<file path="config.mk">
export PLATFORM = sky130hd
export DESIGN_NAME = uproc
export DESIGN_NICKNAME = d
export VERILOG_FILES = /design/src/mem_pkg.sv /design/src/spi_pkg.sv /design/src/mem_bus_if.sv /design/src/spi_xfer_if.sv /design/src/boot_block.sv /design/src/memory_ctrl.sv /design/src/storage_ctrl.sv /design/src/uproc.sv
export SDC_FILE = /design/constraint.sdc
export NUM_CORES = 1
export LEC_CHECK = 0
export BUFFER_PORTS_ARGS = -buffer_cell sky130_fd_sc_hd__clkbuf_2
export CAP_MARGIN = 20
export CORE_MARGIN = 3
export CORE_UTILIZATION = 45
export DETAILED_ROUTE_END_ITERATION = 8
export MAX_ROUTING_LAYER = met4
export PLACE_DENSITY = 0.68
export SETUP_SLACK_MARGIN = 0.05
export SLEW_MARGIN = 20
export SYNTH_ARGS = -nofsm -noshare
export SYNTH_HDL_FRONTEND = slang
export SYNTH_SLANG_ARGS = --single-unit
</file>
<file path="constraint.sdc">
create_clock -name i_clk -period 2.3 [get_ports i_clk]
set_clock_uncertainty 0.2 [all_clocks]
set_input_delay 0.46 -clock i_clk [delete_from_list [all_inputs] [get_ports i_clk]]
set_output_delay 0.46 -clock i_clk [all_outputs]
set_load 0.01 [all_outputs]
</file>
<file path="src/mem_pkg.sv">
`default_nettype none

package mem_pkg;

    // ------------------------------
    // SRAM bus
    // ------------------------------

    // Word address and data widths of the external SRAM.
    localparam int MEM_ADDR_W = 16;
    localparam int MEM_DATA_W = 16;

    // One SRAM word address.
    typedef logic [MEM_ADDR_W-1:0] mem_addr_t;

    // One SRAM data word.
    typedef logic [MEM_DATA_W-1:0] mem_data_t;

    // ------------------------------
    // Boot image layout
    // ------------------------------

    // Words copied out of the EEPROM at boot.
    localparam int BOOT_WORDS = 32;

    // Index of one image word, 0 to BOOT_WORDS-1.
    localparam int BOOT_CNT_W = $clog2(BOOT_WORDS);
    typedef logic [BOOT_CNT_W-1:0] boot_cnt_t;

    // First SRAM word that receives the image.
    localparam mem_addr_t BOOT_BASE = 16'h0100;

endpackage

`default_nettype wire

</file>
<file path="src/spi_pkg.sv">
`default_nettype none

package spi_pkg;

    // ------------------------------
    // SPI bytes and EEPROM access
    // ------------------------------

    // One byte on the SPI wires.
    typedef logic [7:0] spi_byte_t;

    // Byte address inside the EEPROM.
    typedef logic [15:0] store_addr_t;

    // Standard EEPROM read command, and where the image starts.
    localparam spi_byte_t   SPI_CMD_READ   = 8'h03;
    localparam store_addr_t BOOT_SRC_ADDR  = 16'h0000;

    // Sent while clocking read data back; the EEPROM ignores it.
    localparam spi_byte_t   SPI_DUMMY_BYTE = 8'h00;

    // SCK edges per byte, and a counter that covers them.
    localparam int SPI_TOGGLES = 16;
    typedef logic [$clog2(SPI_TOGGLES)-1:0] spi_cnt_t;

    // ------------------------------
    // State machines
    // ------------------------------

    typedef enum logic [2:0] {
        BOOT_IDLE, BOOT_CMD, BOOT_ADDR_HI, BOOT_ADDR_LO,
        BOOT_READ_HI, BOOT_READ_LO, BOOT_WRITE, BOOT_DONE
    } boot_state_e;

    typedef enum logic [1:0] {SPI_IDLE, SPI_SHIFT, SPI_FINISH} spi_state_e;

endpackage

`default_nettype wire

</file>
<file path="src/mem_bus_if.sv">
`timescale 1ns/10ps
`default_nettype none

interface mem_bus_if;

    import mem_pkg::*;

    // Handshake. A request moves on an edge with both high.
    logic      req_valid;
    logic      req_ready;

    // Request fields, steady while valid waits on ready.
    logic      req_wr;
    mem_addr_t req_addr;
    mem_data_t req_wdata;

    // Requester side.
    modport master (
        output req_valid,
        input  req_ready,
        output req_wr,
        output req_addr,
        output req_wdata
    );

    // Arbiter side, which grants by driving ready.
    modport arbiter (
        input  req_valid,
        output req_ready,
        input  req_wr,
        input  req_addr,
        input  req_wdata
    );

endinterface

`default_nettype wire

</file>
<file path="src/spi_xfer_if.sv">
`timescale 1ns/10ps
`default_nettype none

interface spi_xfer_if;

    import spi_pkg::*;

    // Transmit side. A byte is taken when valid and ready are both high.
    logic      tx_valid;
    logic      tx_ready;
    spi_byte_t tx_byte;

    // Keep chip select low after the current byte.
    logic      hold_cs;

    // One-cycle pulse with the byte read back.
    logic      rx_valid;
    spi_byte_t rx_byte;

    // Byte source, the boot block here.
    modport master (
        output tx_valid,
        input  tx_ready,
        output tx_byte,
        output hold_cs,
        input  rx_valid,
        input  rx_byte
    );

    // Shift engine side.
    modport slave (
        input  tx_valid,
        output tx_ready,
        input  tx_byte,
        input  hold_cs,
        output rx_valid,
        output rx_byte
    );

endinterface

`default_nettype wire

</file>
<file path="src/boot_block.sv">
`timescale 1ns/10ps
`default_nettype none

module boot_block (
    input  logic       i_clk,
    input  logic       i_rst_n,

    // Write requests toward the memory controller.
    mem_bus_if.master  mem,

    // Byte transfers through the storage controller.
    spi_xfer_if.master spi,

    // High once the whole image sits in SRAM.
    output logic       o_is_booted
);

    import mem_pkg::*;
    import spi_pkg::*;

    boot_state_e state_q;
    boot_state_e byte_next;
    logic        wait_q;
    boot_cnt_t   word_cnt_q;
    mem_data_t   word_q;
    logic        booted_q;
    logic        last_word;
    logic        byte_state;
    logic        tx_fire;
    logic        rx_done;
    spi_byte_t   tx_byte;

    // ------------------------------
    // Byte sequencing
    // ------------------------------

    // States that move one SPI byte each.
    assign byte_state = state_q inside {BOOT_CMD, BOOT_ADDR_HI, BOOT_ADDR_LO,
                                        BOOT_READ_HI, BOOT_READ_LO};
    assign last_word  = (word_cnt_q == boot_cnt_t'(BOOT_WORDS - 1));
    assign tx_fire    = spi.tx_valid && spi.tx_ready;
    assign rx_done    = wait_q && spi.rx_valid;

    // Byte to send in each state, and where to go once it is back.
    always_comb begin
        tx_byte   = SPI_DUMMY_BYTE;
        byte_next = state_q;
        case (state_q)
            BOOT_CMD: begin
                tx_byte   = SPI_CMD_READ;
                byte_next = BOOT_ADDR_HI;
            end
            BOOT_ADDR_HI: begin
                tx_byte   = BOOT_SRC_ADDR[15:8];
                byte_next = BOOT_ADDR_LO;
            end
            BOOT_ADDR_LO: begin
                tx_byte   = BOOT_SRC_ADDR[7:0];
                byte_next = BOOT_READ_HI;
            end
            BOOT_READ_HI: byte_next = BOOT_READ_LO;
            BOOT_READ_LO: byte_next = BOOT_WRITE;
            default:      byte_next = state_q;
        endcase
    end

    // Offer a byte only while not waiting on the previous one.
    assign spi.tx_valid = byte_state && !wait_q;
    assign spi.tx_byte  = tx_byte;

    // One chip-select period, closed by the last data byte.
    assign spi.hold_cs  = !((state_q == BOOT_READ_LO) && last_word);

    // Image word n is written to BOOT_BASE + n.
    assign mem.req_valid = (state_q == BOOT_WRITE);
    assign mem.req_wr    = 1'b1;
    assign mem.req_addr  = BOOT_BASE + mem_addr_t'(word_cnt_q);
    assign mem.req_wdata = word_q;

    assign o_is_booted = booted_q;

    // ------------------------------
    // Control state
    // ------------------------------

    always_ff @(posedge i_clk or negedge i_rst_n) begin
        if (!i_rst_n) begin
            state_q    <= BOOT_IDLE;
            wait_q     <= 1'b0;
            word_cnt_q <= '0;
            booted_q   <= 1'b0;
        end else begin
            case (state_q)
                BOOT_IDLE: state_q <= BOOT_CMD;
                BOOT_WRITE: begin
                    // Hold the request until the arbiter takes it.
                    if (mem.req_ready) begin
                        if (last_word) begin
                            state_q  <= BOOT_DONE;
                            booted_q <= 1'b1;
                        end else begin
                            word_cnt_q <= word_cnt_q + boot_cnt_t'(1);
                            state_q    <= BOOT_READ_HI;
                        end
                    end
                end
                BOOT_DONE: state_q <= BOOT_DONE;
                default: begin
                    // Byte states send, then wait for the read-back.
                    if (tx_fire) begin
                        wait_q <= 1'b1;
                    end else if (rx_done) begin
                        wait_q  <= 1'b0;
                        state_q <= byte_next;
                    end
                end
            endcase
        end
    end

    // Word assembly, high byte first.
    always_ff @(posedge i_clk) begin
        if (rx_done && (state_q == BOOT_READ_HI)) begin
            word_q[15:8] <= spi.rx_byte;
        end
        if (rx_done && (state_q == BOOT_READ_LO)) begin
            word_q[7:0] <= spi.rx_byte;
        end
    end

endmodule

`default_nettype wire

</file>
<file path="src/memory_ctrl.sv">
`timescale 1ns/10ps
`default_nettype none

module memory_ctrl (
    input  logic               i_clk,
    input  logic               i_rst_n,
    input  logic               i_is_booted,

    // Requesters. Boot owns the bus before boot, host after.
    mem_bus_if.arbiter         boot,
    mem_bus_if.arbiter         host,

    // SRAM pins.
    output mem_pkg::mem_addr_t o_mem_addr,
    output mem_pkg::mem_data_t o_mem_wdata,
    input  mem_pkg::mem_data_t i_mem_rdata,
    output logic               o_mem_wr,
    output logic               o_mem_en,

    // Read return to the host.
    output mem_pkg::mem_data_t o_host_rdata,
    output logic               o_host_rvalid
);

    import mem_pkg::*;

    logic      boot_fire;
    logic      host_fire;
    logic      sel_fire;
    logic      sel_wr;
    mem_addr_t sel_addr;
    mem_data_t sel_wdata;
    logic      en_q;
    logic      wr_q;
    logic      rd_pend_q;
    logic      rvalid_q;
    mem_addr_t addr_q;
    mem_data_t wdata_q;
    mem_data_t rdata_q;

    // ------------------------------
    // Ownership
    // ------------------------------

    // Only one side is ever ready.
    assign boot.req_ready = !i_is_booted;
    assign host.req_ready = i_is_booted;

    assign boot_fire = boot.req_valid && boot.req_ready;
    assign host_fire = host.req_valid && host.req_ready;
    assign sel_fire  = boot_fire || host_fire;

    assign sel_wr    = i_is_booted ? host.req_wr    : boot.req_wr;
    assign sel_addr  = i_is_booted ? host.req_addr  : boot.req_addr;
    assign sel_wdata = i_is_booted ? host.req_wdata : boot.req_wdata;

    // ------------------------------
    // Bus and read pipeline
    // ------------------------------

    // Stage 1 drives the bus, stage 2 returns host read data.
    always_ff @(posedge i_clk or negedge i_rst_n) begin
        if (!i_rst_n) begin
            en_q      <= 1'b0;
            wr_q      <= 1'b0;
            rd_pend_q <= 1'b0;
            rvalid_q  <= 1'b0;
        end else begin
            en_q      <= sel_fire;
            wr_q      <= sel_fire && sel_wr;
            rd_pend_q <= host_fire && !host.req_wr;
            rvalid_q  <= rd_pend_q;
        end
    end

    // SRAM reads combinationally, so capture while the address is up.
    always_ff @(posedge i_clk) begin
        if (sel_fire) begin
            addr_q  <= sel_addr;
            wdata_q <= sel_wdata;
        end
        if (rd_pend_q) begin
            rdata_q <= i_mem_rdata;
        end
    end

    assign o_mem_addr    = addr_q;
    assign o_mem_wdata   = wdata_q;
    assign o_mem_wr      = wr_q;
    assign o_mem_en      = en_q;
    assign o_host_rdata  = rdata_q;
    assign o_host_rvalid = rvalid_q;

endmodule

`default_nettype wire

</file>
<file path="src/storage_ctrl.sv">
`timescale 1ns/10ps
`default_nettype none

module storage_ctrl (
    input  logic      i_clk,
    input  logic      i_rst_n,

    // Byte requests from the boot block.
    spi_xfer_if.slave spi,

    // EEPROM pins, SPI mode 0.
    output logic      o_sck,
    output logic      o_sdi,
    input  logic      i_sdo,
    output logic      o_scs_n
);

    import spi_pkg::*;

    spi_state_e state_q;
    spi_cnt_t   cnt_q;
    spi_byte_t  shift_q;
    logic       sck_q;
    logic       sdi_q;
    logic       scs_n_q;
    logic       tx_fire;
    logic       last_toggle;

    // ------------------------------
    // Handshake
    // ------------------------------

    // Busy only while shifting, so FINISH can take the next byte.
    assign spi.tx_ready = (state_q != SPI_SHIFT);
    assign spi.rx_valid = (state_q == SPI_FINISH);
    assign spi.rx_byte  = shift_q;

    assign tx_fire     = spi.tx_valid && spi.tx_ready;
    assign last_toggle = (cnt_q == spi_cnt_t'(SPI_TOGGLES - 1));

    assign o_sck   = sck_q;
    assign o_sdi   = sdi_q;
    assign o_scs_n = scs_n_q;

    // ------------------------------
    // Shift engine
    // ------------------------------

    always_ff @(posedge i_clk or negedge i_rst_n) begin
        if (!i_rst_n) begin
            state_q <= SPI_IDLE;
            cnt_q   <= '0;
            sck_q   <= 1'b0;
            sdi_q   <= 1'b0;
            scs_n_q <= 1'b1;
        end else begin
            case (state_q)
                SPI_SHIFT: begin
                    // SCK toggles every clock.
                    sck_q <= !sck_q;
                    cnt_q <= cnt_q + spi_cnt_t'(1);
                    // Next bit goes out on the falling edge
                    if (sck_q && !last_toggle) begin
                        sdi_q <= shift_q[7];
                    end
                    if (last_toggle) begin
                        state_q <= SPI_FINISH;
                        // Chip select opens only at the end of a byte.
                        if (!spi.hold_cs) begin
                            scs_n_q <= 1'b1;
                        end
                    end
                end
                default: begin
                    // Ready for a byte when idle or finishing.
                    if (tx_fire) begin
                        state_q <= SPI_SHIFT;
                        cnt_q   <= '0;
                        scs_n_q <= 1'b0;
                        sdi_q   <= spi.tx_byte[7];
                    end else begin
                        state_q <= SPI_IDLE;
                    end
                end
            endcase
        end
    end

    // Full duplex. SDO shifts in at each rising SCK.
    always_ff @(posedge i_clk) begin
        if (tx_fire) begin
            shift_q <= spi.tx_byte;
        end else if ((state_q == SPI_SHIFT) && !sck_q) begin
            shift_q <= {shift_q[6:0], i_sdo};
        end
    end

endmodule

`default_nettype wire

</file>
<file path="src/uproc.sv">
`timescale 1ns/10ps
`default_nettype none

module uproc (
    // Clock and reset.
    input  logic               i_clk,
    input  logic               i_rst_n,

    // SRAM.
    output mem_pkg::mem_addr_t o_mem_addr,
    output mem_pkg::mem_data_t o_mem_wdata,
    input  mem_pkg::mem_data_t i_mem_rdata,
    output logic               o_mem_wr,
    output logic               o_mem_en,

    // EEPROM over SPI.
    output logic               o_store_sck,
    output logic               o_store_sdi,
    input  logic               i_store_sdo,
    output logic               o_store_scs_n,

    // Host access port, stands in for debug and core masters.
    input  logic               i_host_valid,
    output logic               o_host_ready,
    input  logic               i_host_wr,
    input  mem_pkg::mem_addr_t i_host_addr,
    input  mem_pkg::mem_data_t i_host_wdata,
    output mem_pkg::mem_data_t o_host_rdata,
    output logic               o_host_rvalid,

    // Status.
    output logic               o_is_booted
);

    // Boot status, also selects the SRAM bus owner.
    logic is_booted;

    // One request channel per SRAM requester, one byte channel to SPI.
    mem_bus_if  boot_bus ();
    mem_bus_if  host_bus ();
    spi_xfer_if spi_bus ();

    // ------------------------------
    // Host port onto its channel
    // ------------------------------

    assign host_bus.req_valid = i_host_valid;
    assign host_bus.req_wr    = i_host_wr;
    assign host_bus.req_addr  = i_host_addr;
    assign host_bus.req_wdata = i_host_wdata;
    assign o_host_ready       = host_bus.req_ready;
    assign o_is_booted        = is_booted;

    // ------------------------------
    // Blocks
    // ------------------------------

    // Copies the image, then hands the bus to the host.
    boot_block i_boot_block (
        .i_clk       (i_clk),
        .i_rst_n     (i_rst_n),
        .mem         (boot_bus.master),
        .spi         (spi_bus.master),
        .o_is_booted (is_booted)
    );

    storage_ctrl i_storage_ctrl (
        .i_clk   (i_clk),
        .i_rst_n (i_rst_n),
        .spi     (spi_bus.slave),
        .o_sck   (o_store_sck),
        .o_sdi   (o_store_sdi),
        .i_sdo   (i_store_sdo),
        .o_scs_n (o_store_scs_n)
    );

    memory_ctrl i_memory_ctrl (
        .i_clk         (i_clk),
        .i_rst_n       (i_rst_n),
        .i_is_booted   (is_booted),
        .boot          (boot_bus.arbiter),
        .host          (host_bus.arbiter),
        .o_mem_addr    (o_mem_addr),
        .o_mem_wdata   (o_mem_wdata),
        .i_mem_rdata   (i_mem_rdata),
        .o_mem_wr      (o_mem_wr),
        .o_mem_en      (o_mem_en),
        .o_host_rdata  (o_host_rdata),
        .o_host_rvalid (o_host_rvalid)
    );

endmodule

`default_nettype wire

</file>
==> results_dict.tcl, run 1 <==
set metrics [dict create \
    finalNonFillerCells 435 \
    syn-mean-instance-area_um2 17.0 \
    clock-sinks 95 \
    io_pins 109 \
    synth-seq-cells 95 \
    wl_per_cell_um 14.2 \
    finalCritPeriodShare_pct 84.6 \
    max-vdd-ir-drop_uv 236 \
    numPortBuffers 108 \
    async_reset_ff_share_pct 24.2 \
    dr.pass1.iters 4 \
    arrival_ns 1.29 \
    drive_gt1_share_pct 47.7 \
    h-tree-depth 3 \
    rsz0062_at_grt "no" \
    crit_type "flip-flop to output port" \
    switching_share_pct 19.2 \
    hold_class "input port to flip-flop" \
    grt_max_degree 40 \
    cp-end-kind "output port" \
    clockBufferDepth 2 \
    synth_warnings 0 \
    gr-usage-all-layers_pct 13.9 \
    cts_tree "built" \
    gp_routability_congestion 0.850 \
    tns_ns 0 \
    drt_wl_total_um 6190 \
    timing.hold.ws_ns 0.0845 \
    period_minus_slack_ns 1.95 \
    fmax_mhz 514 \
    syn_to_final_growth_pct 23.0 \
    slowest_delay_ns 0.38 \
    die_h_um 96.0 \
    internal-power_mw 2.36 \
    synth_cell_types 44 \
    die_w_um 96.0 \
    maxSlewHeadroom_pct 52.2 \
    drv_slew 0 \
    grt_pass1_vias 2001 \
    dp.cells 419 \
    grt_pass1_wl_um 9520 \
    p_per_area_mw_per_mm2 651 \
    core_mm2 0.00781 \
    num-fill-cells 648 \
    synth_flop_cell "edfxtp_1" \
    final_cell_mix "clkbuf_2 (108), edfxtp_1 (72), mux2_2 (23)" \
    first_iter_violations 83 \
    p_clk_share_pct 35.6 \
    antenna_found_initial 0 \
    tightest_slew_ns 0.712 \
    setup_violations 0 \
    clk_pin_slew_ns 0.09 \
    initial_utilization_pct 46.7 \
    root_buffer "clkbuf_8" \
    layout_commonest_cell "clkbuf_2" \
    seqPwrFrac_pct 62.6 \
    synth_edf_count 72 \
    clock_latency_ns 0.34 \
    crit_slowest_cell "buf_4" \
    p_sw_mw 0.560 \
    cts_setup_buffers 0 \
    p_leak_nw 1.85 \
    maxCapViolations 0 \
    grt_overflow_total 0 \
    hpwl_um 4530 \
    cp-start-kind "flip-flop" \
    syn_nets 271 \
    synth_area_mm2 0.00365 \
    drc 0 \
    hold_violations 0 \
    synth-seq-area-share_pct 75.1 \
    path_max_fanout 39 \
    power_frac_comb_pct 1.8 \
    dieArea_mm2 0.00922 \
    viasPerCell 4.77 \
    outcome "completed" \
    rows 32 \
    postRouteAntennaNets 0 \
    crit_chain "buf_4 > clkbuf_2" \
    num_antenna_cells 0 \
    fin_nets 385 \
    crit_family "buffers and inverters" \
    syn_inst 215 \
    numCtsBuffers 9 \
    required_ns 1.64 \
    num_vias 2073 \
    crit_buf_inv 2 \
]
==> state kept, by name, indices dropped and copies added (netlist names) <==
register,cells
i_boot_block.mem.req_wdata,16
i_boot_block.o_is_booted,1
i_boot_block.state_q,3
i_boot_block.wait_q,1
i_boot_block.word_cnt_q,5
i_memory_ctrl.o_host_rdata,16
i_memory_ctrl.o_host_rvalid,1
i_memory_ctrl.o_mem_addr,16
i_memory_ctrl.o_mem_en,1
i_memory_ctrl.o_mem_wdata,16
i_memory_ctrl.o_mem_wr,1
i_memory_ctrl.rd_pend_q,1
i_storage_ctrl.cnt_q,4
i_storage_ctrl.o_sck,1
i_storage_ctrl.o_scs_n,1
i_storage_ctrl.o_sdi,1
i_storage_ctrl.spi.rx_byte,8
i_storage_ctrl.state_q,2
==> worst register-to-register path: cells and delay by family (launching register included) <==
family        cells  cell delay (ns)
fa+ha+maj         2             0.48
flops             1             0.43
simple gates      2             0.37
mux               1             0.35
==> Yosys cell counts (2+ instances only) <==
cell type	count	area (um2)
a31oi_1	2	12.5
a21oi_1	3	15.0
and3_1	3	18.8
inv_1	2	7.51
buf_4	2	15.0
ha_1	3	37.5
buf_6	2	22.5
a21o_1	2	15.0
edfxtp_1	72	2160
nor2_1	5	18.8
nand3_1	3	15.0
dfrtp_1	22	551
nand2_1	12	45.0
mux2_2	23	259
xnor2_1	3	26.3
buf_2	5	25.0
o21ai_0	5	25.0
nand3_2	2	20.0
nand2b_1	3	18.8
and2_1	16	100
nand4_1	2	12.5
==> layout make-up <==
type	instances	area, um2	share of cell area, %
sequential	95	2740	61.0
multi-input combinational	108	836	18.6
timing repair buffer	113	593	13.2
clock buffer	10	128	2.84
tap	102	128	2.84
clock inverter	5	58.8	1.31
inverter	2	7.51	0.167
==> through the flow <==
step                      area (um2)  setup slack (ns)  utilization [%]  power (mW)
after floorplan                 3650            0.0711                -        1.87
after global placement          4290             0.334             55.0        1.92
after detailed placement        4290             0.228             55.0        1.92
after CTS                       4490             0.239             57.5        2.96
after global routing            4490             0.244             57.5        3.04
final                           4490             0.354             57.5        2.92
==> layer usage <==
layer	share of wire, %	GRT usage (%)	routed length (um)
met4	1.4	6.87	89
met5	0	-	0
met2	53	22.1	3260
met1	41	17.2	2510
met3	5.4	2.42	333
==> power groups by stage <==
stage	logic, mW	clock network [mW]	registers [mW]
global placement	0.0515	0	1.87
global route	0.0598	1.15	1.83
detailed placement	0.0527	0	1.87
floorplan	0.00191	0	1.87
CTS	0.0543	1.08	1.83
finish	0.0527	1.04	1.83
==> kinds of logic after synthesis <==
logic type,count (synthesis),synth area share (%)
compound gates,21,4.15
xor+xnor,4,0.960
fa+ha+maj,3,1.03
buf+inv,12,2.02
flops,95,75.1
mux,23,7.10
simple gates,57,9.67
==> repair_timing <==
| item | in CTS | in global routing |
|---|---|---|
| resized for setup | 0 | 0 |
| hold buffers | 1 | 0 |
| endpoints found under the hold margin | 22 | 0 |
==> worst paths after layout <==
kind	endpoint	cells after the start	start	slack, ns
max	o_is_booted	2	i_boot_block.o_is_booted	0.35
min	i_memory_ctrl.o_host_rdata[0]	1	i_mem_rdata[0]	0.08
max reg2reg	i_boot_block.word_cnt_q[4]	5	i_boot_block.word_cnt_q[0]	0.36
min reg2reg	i_boot_block.mem.req_wdata[15]	0	i_storage_ctrl.spi.rx_byte[7]	0.29
max in group asynchronous	i_storage_ctrl.o_scs_n	2	i_rst_n	1.08
min in group asynchronous	i_boot_block.word_cnt_q[0]	2	i_rst_n	0.43
Power figures use the tool's default switching activity.
==> run 2: changes to the inputs <==
Settings changed: ABC_AREA set to 1, PLACE_DENSITY 0.68 to 0.71.
Clock period 2.3 ns to 1.56 ns, I/O delays scaled along.
==> run 2 against run 1 <==
Effect of this change: the flow now finishes with violations (negative setup slack); core utilization rose by 9.7 points; via count increased by 31%; flip-flop and latch count did not move; final area is 17% higher; die area grew 1.3%; sequential share of layout area is 9.0 points lower; synthesized area rose by 1.4%; cell count up 34%; register-to-register slack worse by 0.45 ns; largest cell class unchanged; highest routed layer unchanged.
==> results_dict.tcl, run 2 <==
set metrics [dict create \
    fmax_mhz 607 \
    synth_compound_area_share_pct 2.37 \
    drv_slew 0 \
    path_max_fanout 4 \
    clock-sinks 95 \
    syn_nets 362 \
    numCtsBuffers 9 \
    yosysMostFrequentCell "nand2_1" \
    timing.hold.ws_ns 0.00871 \
    num_vias 2713 \
    finalCritPeriodShare_pct 106 \
    hold_class "input port to flip-flop" \
    synth_edf_count 72 \
    crit_chain "ha_2 > inv_2 > nor3_2 > ha_2 > inv_2 > nand3_4 > buf_4 > nand2_1 > nand2_1" \
    synth_flop_cell "edfxtp_1" \
    yosys-top-cells-area "edfxtp_1 (58%), dfrtp_1 (15%), nand2_1 (11%)" \
    violations "negative setup slack" \
    initial_utilization_pct 47.1 \
    setup_slack_ns -0.0875 \
    required_ns 1.61 \
    yosys.area_share.xor_xnor_pct 0.947 \
    yosys.area.top_type "edfxtp_1" \
    fin_nets 530 \
    hold_violations 0 \
    first_iter_violations 103 \
    rsz0062_at_grt "yes" \
    final_cell_mix "clkbuf_2 (105), nand2_1 (98), edfxtp_1 (72)" \
    antenna_found_initial 0 \
    synth_top_family_by_area "simple AND/OR/NAND/NOR gates" \
    gr-usage-all-layers_pct 19.1 \
    h-tree-depth 3 \
    io_pins 109 \
    syn-mean-instance-area_um2 12.1 \
    r2r_slack_ns -0.09 \
    synth_cell_types 28 \
    grt_pass1_vias 2759 \
    min_path_cells 3 \
    rows 32 \
    slowest_delay_ns 0.41 \
    postRouteAntennaNets 0 \
    maxCapViolations 0 \
    synth-seq-area-share_pct 74.0 \
    p_per_area_mw_per_mm2 844 \
    clock_latency_ns 0.35 \
    dp_slack_ns -0.0803 \
    fin_total_pwr_mw 4.45 \
    crit_slowest_cell "dfrtp_1" \
    drc 0 \
    root_buffer "clkbuf_8" \
    synth_area_mm2 0.00370 \
    cp-end-kind "flip-flop" \
    r2r_cells 9 \
    synth-seq-cells 95 \
    maxSlewHeadroom_pct 72.4 \
    cts_tree "built" \
    wl_per_cell_um 15.0 \
    p_leak_nw 2.42 \
    clk_pin_slew_ns 0.10 \
    dr.pass1.iters 4 \
    cp-start-kind "flip-flop" \
    die_h_um 96.7 \
    tightest_slew_ns 0.413 \
    core_mm2 0.00785 \
    grt_overflow_total 0 \
    yosys.area_share.simple_pct 16.6 \
    num_antenna_cells 0 \
    grt_pass1_wl_um 13900 \
    setup_violations 9 \
    period_minus_slack_ns 1.65 \
    synth_common_cells "nand2_1 (111), edfxtp_1 (72), inv_1 (34)" \
    syn_inst 306 \
    drt_wl_total_um 8740 \
    viasPerCell 4.67 \
    final_util_pct 67.2 \
    crit_type "flip-flop to flip-flop" \
    outcome "finished, violations left" \
    synth_adder_area_share_pct 1.01 \
    dieArea_mm2 0.00935 \
    hpwl_um 5660 \
    drive_gt1_share_pct 44.9 \
    die_w_um 96.7 \
    async_reset_ff_share_pct 24.2 \
    netlist.area_leader.share_pct 58.4 \
    arrival_ns 1.70 \
    synth_warnings 0 \
    syn_to_final_growth_pct 42.5 \
    tns_ns -0.441 \
    muxShareOfSynthArea_pct 0 \
    numPortBuffers 108 \
    grt_max_degree 18 \
    gp_routability_congestion 0.773 \
    layout_commonest_cell "clkbuf_2" \
    max-vdd-ir-drop_uv 640 \
    clockBufferDepth 2 \
]
run 2: cell count changes in the layout (fill, tap and decap cells not counted), moves of 5 or more:
| cell | change |
|---|---|
| mux2_2 | -23 |
| inv_2 | +12 |
| nand2_1 | +86 |
| inv_1 | +20 |
| o21ai_0 | +5 |
| buf_4 | +25 |
| nand3_1 | +9 |
| nand2_2 | +9 |
| dlygate4sd3_1 | +17 |
| buf_6 | +9 |
| and2_1 | -16 |
run 2: metrics by stage:
stage | cells | instance area, um2
3_5_place_dp | 524 | 4510
2_1_floorplan | 306 | 3760
4_1_cts | 571 | 5070
5_1_grt | 581 | 5270
3_3_place_gp | 524 | 4510
6_report | 581 | 5270
run 2: cells by family (layout without fill, tap and decap cells):
logic type / count (synthesis) / after routing
and+or+nand+nor: 143 / 146
DFF: 95 / 95
buffers and inverters: 44 / 214
AOI/OAI and AO/OA: 17 / 17
xor gates and xnor gates: 4 / 4
adders and majority gates: 3 / 3
run 2: final cells by class:
class / instances / area, um2
repair buffers: 163 / 1090
well taps: 102 / 128
inverters: 35 / 136
clock buffers: 10 / 128
clock inverters: 6 / 68.8
multi-input cells: 170 / 977
flip-flops and latches: 95 / 2740
fillers: 589 / 2580
run 2: power breakdown:
group | switching (mW) | leakage [nW] | internal, mW | total, mW
Combinational | 0.0432 | 1.41 | 0.0788 | 0.122
Sequential | 0.00128 | 0.912 | 2.70 | 2.70
Clock | 0.876 | 0.0968 | 0.751 | 1.63
run 2: timing repair:
item,4_1_cts,5_1_grt
setup endpoints to repair,71,60
pin swaps,9,12
resized for setup,16,41
cloned,3,1
hold endpoints to repair,32,0
hold buffers,18,0
setup buffers,10,9
run 2: layer usage:
layer,vias up,track usage (%),part of all wire [%]
li1,1344,-,-
met1,1279,23.9,43
met5,-,-,0
met3,7,4.18,4.8
met2,83,31.7,51
met4,0,5.18,0.98
run 2: final timing paths:
path,from,end
setup / recovery,i_boot_block.word_cnt_q[1],i_boot_block.word_cnt_q[4]
hold / removal,i_host_addr[5],i_memory_ctrl.o_mem_addr[5]
setup reg to reg,i_boot_block.word_cnt_q[1],i_boot_block.word_cnt_q[4]
hold reg to reg,i_memory_ctrl.rd_pend_q,i_memory_ctrl.o_host_rvalid
max in group asynchronous,i_rst_n,i_boot_block.word_cnt_q[2]
min in group asynchronous,i_rst_n,i_storage_ctrl.cnt_q[0]
run 2: worst max-delay path: cells and delay by family, from the launching register on:
kind          cells  cell delay (ns)
flops             1             0.41
fa+ha+maj         2             0.40
buf+inv           3             0.30
simple gates      4             0.24
